`src/source/cache_pkg.sv`:
```
`default_nettype none

package cache_pkg;

	// Address fields of a 16-bit byte address
	localparam int TAG_W      = 5;
	localparam int INDEX_W    = 7;
	localparam int WORD_SEL_W = 3;

	// Cache geometry
	localparam int NUM_SETS        = 128;
	localparam int WORDS_PER_BLOCK = 8;

	typedef logic [15:0] addr_t;
	typedef logic [15:0] word_t;

	typedef logic [TAG_W-1:0]      tag_t;
	typedef logic [INDEX_W-1:0]    index_t;
	typedef logic [WORD_SEL_W-1:0] word_sel_t;

	// Miss handling sequence
	typedef enum logic [1:0] {
		FILL_IDLE,
		FILL_READ,
		FILL_DONE
	} fill_state_t;

endpackage

`default_nettype wire

```
`src/source/meta_data_array.sv`:
```
`timescale 1ns/1ps
`default_nettype none

module meta_data_array
	import cache_pkg::*;
(
	input  logic   clk,
	input  logic   arst_n,
	input  index_t index,
	input  tag_t   tag,
	input  logic   write,
	output logic   hit
);

	logic [NUM_SETS-1:0] set_sel;
	logic [NUM_SETS-1:0] valid;
	logic [NUM_SETS-1:0] set_match;
	tag_t                tags [NUM_SETS];

	// One-hot set decode
	always_comb begin
		set_sel = '0;
		set_sel[index] = 1'b1;
	end

	always_ff @(posedge clk or negedge arst_n) begin
		if (!arst_n) begin
			valid <= '0;
		end else if (write) begin
			valid <= valid | set_sel;
		end
	end

	always_ff @(posedge clk) begin
		for (int s = 0; s < NUM_SETS; s++) begin
			if (write && set_sel[s]) begin
				tags[s] <= tag;
			end
		end
	end

	// Only the selected set can match
	always_comb begin
		for (int s = 0; s < NUM_SETS; s++) begin
			set_match[s] = set_sel[s] & valid[s] & (tags[s] == tag);
		end
	end

	assign hit = |set_match;

endmodule

`default_nettype wire

```
`config.mk`:
```
export PLATFORM = sky130hd
export DESIGN_NAME = meta_data_array
export DESIGN_NICKNAME = d
export VERILOG_FILES = /design/src/source/cache_pkg.sv /design/src/source/meta_data_array.sv
export SDC_FILE = /design/constraint.sdc
export NUM_CORES = 1
export LEC_CHECK = 0
export BUFFER_PORTS_ARGS = -buffer_cell sky130_fd_sc_hd__buf_2
export CAP_MARGIN = 5
export CORE_ASPECT_RATIO = 0.9
export CORE_MARGIN = 2
export CORE_UTILIZATION = 45
export DETAILED_ROUTE_END_ITERATION = 10
export GPL_TIMING_DRIVEN = 0
export HOLD_SLACK_MARGIN = 0.03
export PLACE_DENSITY = 0.62
export SETUP_SLACK_MARGIN = 0.4
export SLEW_MARGIN = 10
export SYNTH_ARGS = -nofsm -noshare
export SYNTH_HDL_FRONTEND = slang
export SYNTH_SLANG_ARGS = --single-unit
```
`constraint.sdc`:
```
create_clock -name clk -period 4.9 [get_ports clk]
set_input_delay 0.98 -clock clk [delete_from_list [all_inputs] [get_ports clk]]
set_output_delay 0.98 -clock clk [all_outputs]
set_load 0.005 [all_outputs]
```
# After elaboration in Yosys (flattened, before gate mapping)

Memory sizes are Yosys's and may differ from the RTL's.
Cells that the tools add are included.

Flip-flop bits (word level): 128
Logic and storage cells: 1285
Memories kept: 1
RAM bits: 640
Output and inout bits: 1
Input bits: 15

Order comparisons: 2
Reductions and logical operators: 257
Eq/ne operators: 128
Bitwise gates (word level): 257
Multiplexer cells: 639

Memory list:

| memory | words | bits a word | rd ports | clocked after memory_dff | wr ports | RTL line              | text |
|---|---|---|---|---|---|---|---|
| tags   | 128   | 5           | 128      | 0                        | 1        | meta_data_array.sv:18 | `tag_t tags [NUM_SETS];` |

Operators with widths:

| operator             | number |
|---|---|
| $mux W7              | 127 |
| $eq A5 B5 Y1         | 128 |
| $mux W5              | 127 |
| $reduce_or A5 Y1     | 127 |
| $mux W1              | 384 |
| $and A1 B1 Y1        | 256 |
| $logic_and A1 B1 Y1  | 129 |
| $or A128 B128 Y128   | 1 |
| $reduce_or A128 Y1   | 1 |
| $lt A7 B8 Y1 const B | 1 |
| $demux W1 S7         | 1 |
| $ge A7 B1 Y1 const B | 1 |

# Longest topological paths before layout

Depth in word-level cells: 135
Mapped depth: 10

# Worst setup path after synthesis

OpenSTA, ideal clock, no wires.

Kind: input -> output
Start: input port index[0]
End: output port hit
Stages on the path: 10
Path buffers: 3
Path slack: 1.564 ns
Arrival time: 2.356 ns
Required time: 3.920 ns
Cell sequence: buf_2 -> and3b_1 -> buf_6 -> buf_6 -> nand4_1 -> nor2_1 -> nor4_1 -> nand4_1 -> nor4_1 -> nand3_1

Longest elaborated chain between the ends: 7

RTL lines:

| item                                                                      | RTL line              | text |
|---|---|---|
| start: declaration                                                        | meta_data_array.sv:9  | `input index_t index,` |
| $lt A7 B8 Y1 (not written as such) / $ge A7 B1 Y1 (equally long branches) | meta_data_array.sv:23 | `set_sel[index] = 1'b1;` |
| $logic_and A1 B1 Y1 (not written as such)                                 | meta_data_array.sv:23 |  |
| $mux W1 (not written as such)                                             | meta_data_array.sv:23 |  |
| $demux W1 S7 *                                                            | meta_data_array.sv:23 |  |
| $and A1 B1 Y1 (2 in series)                                               | meta_data_array.sv:45 | `set_match[s] = set_sel[s] & valid[s] & (tags[s] == tag);` |
| $reduce_or A128 Y1 *                                                      | meta_data_array.sv:49 | `assign hit = \|set_match;` |
| end: declaration                                                          | meta_data_array.sv:12 | `output logic hit` |

Mark *: on every way between the ends. The rest lies on a longest branch, timed or not.

# Final worst setup path

Start: input port tag[0]
End: output port hit

Longest elaborated chain between the ends: 3

RTL lines:

| item                 | RTL line              | text |
|---|---|---|
| start: declaration   | meta_data_array.sv:10 | `input tag_t tag,` |
| $eq A5 B5 Y1         | meta_data_array.sv:45 |  |
| $and A1 B1 Y1        | meta_data_array.sv:45 |  |
| $reduce_or A128 Y1 * | meta_data_array.sv:49 |  |

Marks and branches as above.

==> run metrics <==
fin. max-slew vios 0; crit-path cells buf_16 > buf_16 > buf_8 > buf_6 > xnor2_1 > nand4_1 > nor2_1 > nor4_2 > nand4_1 > nor4_4 > nand3_2 > buf_2; I/O pin total 16; Worst Reg-to-Reg Cells 1; DRC 0; Worst Path Max Fanout 28; initial antenna violation count 4; area share of and/or/nand/nor cells after synthesis between 10% and 20%; Post-layout nets around 2400; fillers approximately 5900; Via density about 5.8; Worst slew margin between 20% and 30%; Worst Path Required 3920 ps; Clk pin slew, worst setup/hold paths 60 ps; mapped cell area 32800 um2; largest net degree at the start of global routing ~70; row cnt 93; critical path's top delay family simple AND/OR/NAND/NOR gates; Routed wire per std cell ~30 um; dpl ws -1350 ps; crit path DAT 3530 ps; vias slightly below 20000; Worst VDD drop 0.296 mV; Power Density 381 nW/um2; Post-Syn Nets around 2300; Synth Area in Compound Gates 0%; final setup fails 0; yosys warns 0; Final min period around 4500 ps; Skew-Pair Late Insertion Delay approximately 640 ps; post-route setup slack 392 ps; number of global-route vias before repair ~20000; DRT iter0 DRCs 2310; largest family of logic cells by synthesized area XOR/XNOR gates; WHS 316 ps; critical path depth in cells 12; Core Util, Final a little over half; Post-DRT Antenna Nets 0; Reg-to-Reg Start valid[29]; final RePlAce weighted congestion roughly 0.8; outcome completed; H-tree Lvls 3; clock sinks around 770; final hold vios 0; worst r2r dst valid[29]; adder-cell area share of the yosys netlist 0%; Syn Inst Count approximately 2300; hold buffer count at cts 0; ys flop type edfxtp_1; worst slew pin tran between 1000 and 1500 ps; P_leak ~12 nW; Setup crit start kind input port; CTS Root Buffer Type clkbuf_16; TritonCTS Buffers 81; DR pass1 iterations 5; Initial Util a little under half; XOR/XNOR Fraction of Synth Area between 15 and 20%; share of post-route cells with drive strength above 1 16.5%; Commonest cells post-synth edfxtp_1, xnor2_1, nand4_1, nor2_1, dfrtp_1; final setup skew 0 ps; die area between 70000 and 80000 um2; Worst Path Buf+Inv 5; Slowest-stage cell, CP nor4_4; mux share of post-synthesis cell area 0%; max-capacitance violation count 0; CP max stage delay 490 ps; reg2reg setup slack between 4000 and 5000 ps; Synth top area share 58.6%; first-pass GRT wire length approximately 140000 um; #FFs+latches synth 768; period utilisation layout between 90 and 100%; unrepaired setup endpoints after global routing true; Area Overhead vs Synth 15.8%; hpwl dp approximately 57000 um; Synth area leaders edfxtp_1, xnor2_1, dfrtp_1; Synth cell types 24; Mapped Avg Cell Area around 15 um2; EDFF count, synth 640; GRT overflow 0; WS Path Type in2out; FMAX ~220 MHz; HP Class in2async; Post-synth ARST share approximately 17%; Post-Route WL approximately 100000 um; Seq/Total Area, Yosys 68.4%; worst-case clock buffer depth 3; port bufs 11; Die Height about 260 um; CP Capture Type primary output; leading area contributor after synthesis edfxtp_1; gr usage total a little over a quarter; die width roughly 290 um; core area 71900 um2; CTS tree yes
[cell usage in the layout, fill, tap and decap left out, drive strengths merged, types with 3 or more instances in the layout]
master | Yosys | layout
and3b | 3 | 3
and4b | 4 | 4
buf | 101 | 133
bufbuf | 0 | 16
bufinv | 0 | 3
clkbuf | 12 | 139
clkinv | 0 | 18
dfrtp | 128 | 128
edfxtp | 640 | 640
nand2 | 17 | 17
nand3 | 7 | 7
nand4 | 265 | 265
nor2 | 260 | 260
nor2b | 4 | 4
nor3b | 3 | 3
nor4 | 34 | 34
nor4b | 4 | 4
nor4bb | 6 | 6
or2 | 128 | 128
xnor2 | 640 | 640
[registers in the layout, summed over array words and instances, names as in the netlist]
name	flops
tags	640
valid	128
[power breakdown]
part / switching [mW] / internal, mW
Sequential: 0.0794 / 7.24
Combinational: 0.619 / 0.434
Clock: 2.53 / 3.55
[routing by layer]
layer / track usage [%] / share of wire [%]
met3: 6.83 / 11
met2: 40.7 / 45
met4: 8.48 / 3.3
met5: 0 / 0.019
met1: 38.0 / 41
[kinds of logic after synthesis]
family | after synthesis
and+or+nand+nor | 738
DFF | 768
xor gates and xnor gates | 640
buffers and inverters | 113
[worst max-delay path by stage]
stage | from | end | slack (ps)
2_1_floorplan | index[0] | hit | 1560
3_3_place_gp | tag[4] | hit | -2870
3_5_place_dp | tag[4] | hit | -1350
4_1_cts | tag[4] | hit | 410
5_1_grt | tag[0] | hit | 320
6_report | tag[0] | hit | 390
[through the flow]
step	cell area (um2)	total power, mW	TNS [ps]	cells
floorplan	32800	7.99	0	2259
global placement	34000	8.34	-9980	3220
detailed placement	34300	8.38	-1350	3229
CTS	38000	14.5	0	3404
global route	38000	14.8	0	3406
finish	38000	14.5	0	3407
[layout make-up]
| cell class | count | area (um2) | share of cell area [%] |
|---|---|---|---|
| Antenna cell | 1 | 2.50 | 0.00659 |
| Buffer | 113 | 947 | 2.49 |
| Clock buffer | 127 | 2420 | 6.38 |
| Clock inverter | 22 | 199 | 0.524 |
| Multi-Input combinational cell | 1378 | 9800 | 25.8 |
| Sequential cell | 768 | 22400 | 59.0 |
| Tap cell | 950 | 1190 | 3.13 |
| Timing Repair Buffer | 48 | 1000 | 2.64 |
[repair_timing]
| action | 4_1_cts | 5_1_grt |
|---|---|---|
| endpoints found under the setup margin | 1 | 1 |
| pin swaps | 9 | 2 |
| buffers inserted | 10 | 1 |
| gates resized for setup | 109 | 0 |
| cloned | 16 | 0 |
Power figures use the tool's default switching activity.
