### src/source/cache_pkg.sv
`default_nettype none

package cache_pkg;

	// Address fields of a 16-bit byte address
	localparam int TAG_W      = 5;
	localparam int INDEX_W    = 7;
	localparam int WORD_SEL_W = 3;

	// Cache geometry
	localparam int NUM_SETS        = 128;
	localparam int WORDS_PER_BLOCK = 8;

	typedef logic [15:0] addr_t;
	typedef logic [15:0] word_t;

	typedef logic [TAG_W-1:0]      tag_t;
	typedef logic [INDEX_W-1:0]    index_t;
	typedef logic [WORD_SEL_W-1:0] word_sel_t;

	// Miss handling sequence
	typedef enum logic [1:0] {
		FILL_IDLE,
		FILL_READ,
		FILL_DONE
	} fill_state_t;

endpackage

`default_nettype wire

### src/source/cache_fill_fsm.sv
`timescale 1ns/1ps
`default_nettype none

module cache_fill_fsm
	import cache_pkg::*;
(
	input  logic      clk,
	input  logic      arst_n,
	input  logic      miss,
	input  addr_t     miss_addr,
	input  logic      mem_rd_valid,
	input  word_t     mem_rd_data,
	output logic      busy,
	output logic      mem_rd,
	output addr_t     mem_rd_addr,
	output logic      fill_write_data,
	output word_sel_t fill_word_sel,
	output word_t     fill_data,
	output logic      write_meta
);

	fill_state_t state;
	fill_state_t state_next;
	word_sel_t   count;
	logic        last_word;
	logic        start;
	tag_t        blk_tag;
	index_t      blk_index;

	assign start     = (state == FILL_IDLE) && miss;
	assign last_word = (count == word_sel_t'(WORDS_PER_BLOCK - 1));

	always_comb begin
		state_next = state;
		case (state)
			FILL_IDLE: begin
				if (miss) begin
					state_next = FILL_READ;
				end
			end
			FILL_READ: begin
				// Advance only when the last word of the block returns
				if (mem_rd_valid && last_word) begin
					state_next = FILL_DONE;
				end
			end
			FILL_DONE: begin
				state_next = FILL_IDLE;
			end
			default: begin
				state_next = FILL_IDLE;
			end
		endcase
	end

	always_ff @(posedge clk or negedge arst_n) begin
		if (!arst_n) begin
			state <= FILL_IDLE;
		end else begin
			state <= state_next;
		end
	end

	// Word counter within the block
	always_ff @(posedge clk or negedge arst_n) begin
		if (!arst_n) begin
			count <= '0;
		end else if (start) begin
			count <= '0;
		end else if (state == FILL_READ && mem_rd_valid) begin
			count <= count + 1'b1;
		end
	end

	// Block address of the miss
	always_ff @(posedge clk) begin
		if (start) begin
			blk_tag   <= miss_addr[15 -: TAG_W];
			blk_index <= miss_addr[4 +: INDEX_W];
		end
	end

	assign busy   = (state != FILL_IDLE);
	assign mem_rd = (state == FILL_READ);

	// Word-aligned, walks words 0 to 7
	assign mem_rd_addr = {blk_tag, blk_index, count, 1'b0};

	assign fill_write_data = (state == FILL_READ) && mem_rd_valid;
	assign fill_word_sel   = count;
	assign fill_data       = mem_rd_data;

	// Tag goes in once all words are stored
	assign write_meta = (state == FILL_DONE);

endmodule

`default_nettype wire

### config.mk
export PLATFORM = sky130hd
export DESIGN_NAME = cache_fill_fsm
export DESIGN_NICKNAME = d
export VERILOG_FILES = /design/src/source/cache_pkg.sv /design/src/source/cache_fill_fsm.sv
export SDC_FILE = /design/constraint.sdc
export NUM_CORES = 1
export LEC_CHECK = 0
export BUFFER_PORTS_ARGS = -buffer_cell sky130_fd_sc_hd__buf_4
export CAP_MARGIN = 20
export CORE_AREA = 2 2 61 63
export CTS_BUF_LIST = sky130_fd_sc_hd__clkbuf_16
export CTS_CLUSTER_DIAMETER = 100
export CTS_CLUSTER_SIZE = 14
export DETAILED_ROUTE_END_ITERATION = 10
export DIE_AREA = 0 0 63 65
export MAX_ROUTING_LAYER = met4
export PLACE_DENSITY = 0.61
export SETUP_SLACK_MARGIN = 0.1
export SYNTH_ARGS = -nofsm -noshare
export SYNTH_HDL_FRONTEND = slang
export SYNTH_SLANG_ARGS = --single-unit
export TNS_END_PERCENT = 10
### constraint.sdc
create_clock -name clk -period 4.2 [get_ports clk]
set_clock_uncertainty 0.05 [all_clocks]
set_input_delay 0.84 -clock clk [delete_from_list [all_inputs] [get_ports clk]]
set_output_delay 0.84 -clock clk [all_outputs]
set_load 0.01 [all_outputs]
# After elaboration in Yosys (flattened, before gate mapping)

Cells that the tools add are included.

Word-level logic and storage cells: 22
Input bits: 36
Output and inout bits: 39
Register bits: 17

Equal/unequal tests: 5
Muxes and demuxes: 5
Reductions and logical operators: 7
Add/subtract/negate cells: 1

Operator list:

| operator                                                        | number |
|---|---|
| 3-bit two-way mux                                               | 2 |
| 2-bit two-way mux                                               | 2 |
| 2-bit case mux with 2 select lines                              | 1 |
| 2-bit nonzero test                                              | 2 |
| 3-bit by 1-bit adder with 3-bit output, second input constant   | 1 |
| 3-bit == test, second input constant                            | 1 |
| 1-bit logical AND                                               | 3 |
| 2-bit by 1-bit == test with 1-bit output, second input constant | 1 |
| 2-bit == test, second input constant                            | 1 |
| 2-bit logical NOT                                               | 1 |
| 2-bit by 1-bit != test with 1-bit output, second input constant | 1 |
| 2-bit != test, second input constant                            | 1 |
| 2-bit AND reduction                                             | 1 |

# Longest topological paths before layout

Gate-level depths: netlist (run 1).

Word-level depth: 4
Gate-level depth with buffers: 4
Mapped depth without buffers: 4

# Least setup slack after synthesis (run 1)

No wires, ideal clock.

Path type: input to output
Start: input mem_rd_valid
End: output fill_write_data
Data required time: 3,310 ps
Data arrival time: 1,008 ps
Slack: 2,302 ps
Stages on the path: 1
Buffers on the path: 0
Cell sequence: and2_2

Longest elaborated chain between the ends: 1

Ends and longest elaborated chain:

| element           | RTL line             | RTL |
|---|---|---|
| from (decl)       | cache_fill_fsm.sv:11 | `input logic mem_rd_valid,` |
| 1-bit logical AND | cache_fill_fsm.sv:89 | `assign fill_write_data = (state == FILL_READ) && mem_rd_valid;` |
| to (decl)         | cache_fill_fsm.sv:16 | `output logic fill_write_data,` |

Every way passes these cells.

# Final worst setup path (run 1)

Start: register state[0]
End: output fill_write_data

Longest elaborated chain between the ends: 2

Ends and longest elaborated chain:

| element                                  | RTL line             | RTL |
|---|---|---|
| from (decl)                              | cache_fill_fsm.sv:22 | `fill_state_t state;` |
| from (signal assigned)                   | cache_fill_fsm.sv:60 | `state <= state_next;` |
| 2-bit by 1-bit == test with 1-bit output | cache_fill_fsm.sv:89 |  |
| 1-bit logical AND                        | cache_fill_fsm.sv:89 |  |

Every way passes these cells.

==> results of run 1 <==
-- critical path, delay by kind of cell (launching register included) --
kind | cells | cell delay, ps
buf+inv | 1 | 140
flops | 1 | 480
simple gates | 2 | 420
-- flip-flops by register name, indices dropped and copies added, names as in the netlist --
name	count
blk_tag	5
state	2
fill_word_sel	3
blk_index	7
-- area by class of cell --
cell class / instances / area [um2]
fillers: 353 / 2420
clock inverters: 1 / 3.75
well taps: 48 / 60.1
clock buffers: 3 / 75.1
flip-flops and latches: 17 / 485
multi-input cells: 20 / 166
repair buffers: 37 / 278
inverters: 1 / 3.75
-- routing by layer --
metal  vias to the layer above  track usage [%]  part of all wire [%]
met1                       212             7.39                    39
li1                        228                -                     -
met2                        35             11.6                    45
met3                         6             3.47                    14
met5                         -                -                     0
met4                         0             6.11                   1.6
-- path summary, 6_finish.rpt --
kind	endpoint	slack, ps	depth (start not counted)
max	fill_write_data	2040	3
min	state[1]	340	1
max reg2reg	blk_tag[0]	2260	2
min reg2reg	fill_word_sel[2]	530	1
max in group asynchronous	fill_word_sel[1]	3650	1
min in group clk	fill_word_sel[2]	530	1
-- cell usage in the layout (no fill, tap or decap), drive strengths merged --
cell / synthesis / layout
buf: 21 / 37
edfxtp: 12 / 12
dfrtp: 5 / 5
and3b: 3 / 3
a211o: 3 / 3
clkbuf: 0 / 3
inv: 1 / 2
and4b: 2 / 2
ha: 2 / 2
or2: 1 / 1
nor2: 1 / 1
and2b: 1 / 1
and2: 1 / 1
nor2b: 1 / 1
and3: 1 / 1
o21bai: 1 / 1
and4bb: 1 / 1
a31oi: 1 / 1
conb: 1 / 1
-- power groups by stage --
| stage | combinational, uW | clock (uW) | sequential, uW |
|---|---|---|---|
| 4_1_cts | 177 | 190 | 246 |
| 2_1_floorplan | 118 | 0 | 248 |
| 5_1_grt | 190 | 199 | 251 |
| 3_5_place_dp | 177 | 0 | 249 |
| 3_3_place_gp | 173 | 0 | 246 |
| 6_report | 175 | 184 | 245 |
-- metrics by stage --
step           utilization (%)  hold WS (ps)
4_1_cts                   30.7           335
2_1_floorplan                -           494
6_report                  30.7           338
3_5_place_dp              28.4           525
5_1_grt                   30.7           337
3_3_place_gp              28.4           500
-- logic make-up after synthesis --
kind of cell,count (synthesis),share of synthesized area [%]
compound gates,5,4.90
fa+ha+maj,2,3.06
buf+inv,22,20.2
flops,17,59.4
other cells,1,0.459
simple gates,12,11.9
==> impl_metrics.env, run 1 <==
export IMPL_crit_type="flop to output pin"
export IMPL_min_period_ps=2160
export IMPL_fmax_mhz=462
export IMPL_antenna_found_initial=0
export IMPL_wl_per_cell_um=12.0
export IMPL_finalMaxSlewViolations=0
export IMPL_syn_inst=59
export IMPL_switching_power_uw=162
export IMPL_cpPeakStageDelay_ps=480
export IMPL_std_cell_rows=22
export IMPL_worstMarginPinSlew_ps=921
export IMPL_yosysSeqAreaShare_pct=59.4
export IMPL_n_antenna_cell=0
export IMPL_place_ws_ps=2030
export IMPL_overflow=0
export IMPL_post_route_period_util_pct=51.5
export IMPL_dp_hpwl_um=1190
export IMPL_crit_required_ps=3310
export IMPL_cts_sinks=17
export IMPL_r2r_start="state[0]"
export IMPL_syn_cell_area_um2=817
export IMPL_slowest_stage="dfrtp_1"
export IMPL_coreArea_um2=3500
export IMPL_area_growth_pct=31.2
export IMPL_drtIter0Drc=52
export IMPL_powerDensity_nw_per_um2=563
export IMPL_track_usage_pct=7.55
export IMPL_setup_viol=0
export IMPL_clock_latency_ps=240
export IMPL_placed_area_um2=993
export IMPL_cts_setup_buffers=0
export IMPL_yosysMostFrequentCell="buf_4"
export IMPL_syn_num_nets=97
export IMPL_gp_congestion=0.695
export IMPL_grt_max_degree=13
export IMPL_switching_share_pct=26.9
export IMPL_ys_seq_elements=17
export IMPL_die_h_um=65
export IMPL_leakagePower_uw=0.000495
export IMPL_synth_distinct_cells=19
export IMPL_cap_violations=0
export IMPL_synthFlopType="edfxtp_1"
export IMPL_yosysTopAreaCell="edfxtp_1"
export IMPL_die_area_um2=4100
export IMPL_fin_nets=118
export IMPL_synthTopCellsByCount="buf_4 (20), edfxtp_1 (12), dfrtp_1 (5), a211o_1 (3), and3b_1 (3)"
export IMPL_arrival_ps=1270
export IMPL_path_cells="and2b_1 -> and2_2 -> buf_4"
export IMPL_clk_path_buf_depth=2
export IMPL_relSlewSlack_pct=38.3
export IMPL_cts_inserted_buffers=3
export IMPL_status="finished, final reports clean"
export IMPL_internal_power_uw=441
export IMPL_startpoint="state[0]"
export IMPL_critPathMaxFanout=11
export IMPL_p_seq_share_pct=40.6
export IMPL_ys_warn_count=0
export IMPL_portBuffers=37
export IMPL_clk_pin_slew_ps=50
export IMPL_synthTopCellsByArea="edfxtp_1 (44%), buf_4 (18%), dfrtp_1 (15%), a211o_1 (3.2%), and3b_1 (3.2%)"
export IMPL_setup_tns_ps=0
export IMPL_rsz0062_at_grt="no"
export IMPL_synth_edf_count=12
export IMPL_end_kind="output pin"
export IMPL_vdd_drop_max_uv=139
export IMPL_worst_setup_path_start_kind="flop"
export IMPL_post_synth_top_area_fraction_pct=44.1
export IMPL_dp_cells=123
export IMPL_combPwrFrac_pct=28.9
export IMPL_dr_pass1_iters=2
export IMPL_start_util_pct=23.4
export IMPL_wl_um=1520
export IMPL_die_w_um=63
export IMPL_drc=0
export IMPL_cts_tree="yes"
export IMPL_clockRootBuffer="clkbuf_16"
export IMPL_hp_class="input port to async pin"
export IMPL_p_clk_share_pct=30.5
export IMPL_cts_hold_buf=0
export IMPL_design_area_um2=1070
export IMPL_total_power_uw=603
export IMPL_ioPinCount=75
export IMPL_cts_resized=0
export IMPL_drive_gt1_share_pct=54.4
export IMPL_grt_first_pass_wirelength_um=2280
export IMPL_ant_nets=0
export IMPL_vias=481
export IMPL_syn_avg_cell_area_um2=13.8
export IMPL_htreeDepth=1
export IMPL_instances_no_fill=127
export IMPL_hold_viol=0
export IMPL_via_per_inst=3.79
export IMPL_grt_pass1_vias=469
export IMPL_async_flop_share_pct=29.4
export IMPL_setup_ws_ps=2040
(Power assumes the default switching activity.)
==> inputs of run 2 (changes only) <==
--- a/config.mk
+++ b/config.mk
@@ -14,7 +14,7 @@
 export DETAILED_ROUTE_END_ITERATION = 10
 export DIE_AREA = 0 0 63 65
 export MAX_ROUTING_LAYER = met4
-export PLACE_DENSITY = 0.61
+export PLACE_DENSITY = 0.63
 export SETUP_SLACK_MARGIN = 0.1
 export SYNTH_ARGS = -nofsm -noshare
 export SYNTH_HDL_FRONTEND = slang
==> constraint.sdc (replaced) <==
create_clock -name clk -period 1.8 [get_ports clk]
set_clock_uncertainty 0.05 [all_clocks]
set_input_delay 0.36 -clock clk [delete_from_list [all_inputs] [get_ports clk]]
set_output_delay 0.36 -clock clk [all_outputs]
set_load 0.01 [all_outputs]
==> impl_metrics.env, run 2 (synthesized netlist as in run 1, its figures left out) <==
export IMPL_critPathMaxFanout=11
export IMPL_overflow=0
export IMPL_cts_inserted_buffers=3
export IMPL_place_ws_ps=305
export IMPL_htreeDepth=1
export IMPL_n_antenna_cell=0
export IMPL_wl_per_cell_um=11.1
export IMPL_post_route_period_util_pct=91.6
export IMPL_grt_first_pass_wirelength_um=2270
export IMPL_p_clk_share_pct=30.1
export IMPL_cts_sinks=17
export IMPL_antenna_found_initial=0
export IMPL_min_period_ps=1650
export IMPL_hold_viol=0
export IMPL_drtIter0Drc=20
export IMPL_grt_max_degree=13
export IMPL_std_cell_rows=22
export IMPL_placed_area_um2=1000
export IMPL_grt_busiest_layer="met2"
export IMPL_ioPinCount=75
export IMPL_coreArea_um2=3500
export IMPL_clk_path_buf_depth=2
export IMPL_hp_class="input port to flop"
export IMPL_design_area_um2=1090
export IMPL_dp_hpwl_um=1110
export IMPL_end_kind="output pin"
export IMPL_clk_pin_slew_ps=50
export IMPL_final_common_cell="buf_4"
export IMPL_p_seq_share_pct=40.6
export IMPL_die_w_um=63
export IMPL_fin_nets=120
export IMPL_fmax_mhz=606
export IMPL_finalMaxSlewViolations=0
export IMPL_drc=0
export IMPL_clock_latency_ps=240
export IMPL_combPwrFrac_pct=29.3
export IMPL_final_cell_mix="buf_4 (38), edfxtp_1 (12)"
export IMPL_fin_hold_ws_ps=240
export IMPL_gr_usage_met2_pct=12.2
export IMPL_internal_power_uw=1040
export IMPL_use_met3_pct=3.47
export IMPL_ant_nets=0
export IMPL_powerDensity_nw_per_um2=1290
export IMPL_largest_reg_flops=7
export IMPL_switching_power_uw=373
export IMPL_vdd_drop_max_uv=303
export IMPL_largest_register="blk_index"
export IMPL_arrival_ps=1240
export IMPL_start_util_pct=23.4
export IMPL_area_growth_pct=34.0
export IMPL_crit_type="flop to output pin"
export IMPL_gr_usage_met1_pct=7.03
export IMPL_setup_tns_ps=0
export IMPL_drive_gt1_share_pct=58.0
export IMPL_setup_ws_ps=151
export IMPL_dr_pass1_iters=2
export IMPL_die_h_um=65
export IMPL_switching_share_pct=26.5
export IMPL_setup_viol=0
export IMPL_grt_pass1_vias=482
export IMPL_vias=513
export IMPL_leakagePower_uw=0.000502
export IMPL_cap_violations=0
export IMPL_die_area_um2=4100
export IMPL_clockRootBuffer="clkbuf_16"
export IMPL_gp_congestion=0.682
export IMPL_via_per_inst=3.98
export IMPL_crit_required_ps=1390
export IMPL_worst_setup_path_start_kind="flop"
export IMPL_status="finished, final reports clean"
export IMPL_wl_um=1430
export IMPL_rsz0062_at_grt="no"
export IMPL_track_usage_pct=7.62
export IMPL_portBuffers=37
export IMPL_cts_tree="yes"
==> run 2: worst max-delay path, stage by stage (launching register included) <==
cell and delay, ps:
dfrtp_2 460, and2b_1 210, and2_2 190, buf_4 140
==> run 2: power by group through the flow <==
stage	Clock, uW	Sequential, uW	Combinational, uW
after floorplan	0	579	278
after global placement	0	572	412
after detailed placement	0	579	417
after CTS	441	572	419
after global routing	463	585	455
final	425	572	413
==> run 2: what timing repair did <==
item	CTS	global route
gates resized for setup	0	2
setup buffers	0	0
endpoints found under the hold margin	5	0
hold buffers	1	0
endpoints found under the setup margin	0	1
==> run 2: area by class of cell <==
cell class	instances	area, um2
fill	351	2400
timing repair buffer	39	295
inverter	1	3.75
sequential	17	488
multi-input combinational	20	169
clock inverter	1	3.75
clock buffer	3	75.1
tap	48	60.1
==> run 2: metal layers <==
layer  vias to the layer above  share of wire [%]
met5                         -                  0
met2                        37                 46
met4                         0                2.7
li1                        233                  -
met3                         6                 15
met1                       237                 36
==> run 2: worst paths after layout <==
path                            slack [ps]                to  cells past startpoint        startpoint
worst max register to register         310  fill_word_sel[2]                      4  fill_word_sel[0]
max in group asynchronous             1160          state[0]                      2            arst_n
worst min register to register         530  fill_word_sel[1]                      1  fill_word_sel[1]
worst max-delay path                   150   fill_write_data                      3          state[0]
min in group asynchronous              420  fill_word_sel[1]                      2            arst_n
worst min-delay path                   240      blk_index[6]                      1     miss_addr[10]
==> run 2: per-stage QoR <==
stage	instances	total power [uW]	util, %
final	129	1410	31.3
after global routing	129	1500	31.3
after detailed placement	124	996	28.7
after floorplan	59	857	-
after CTS	129	1430	31.2
after global placement	124	984	28.7
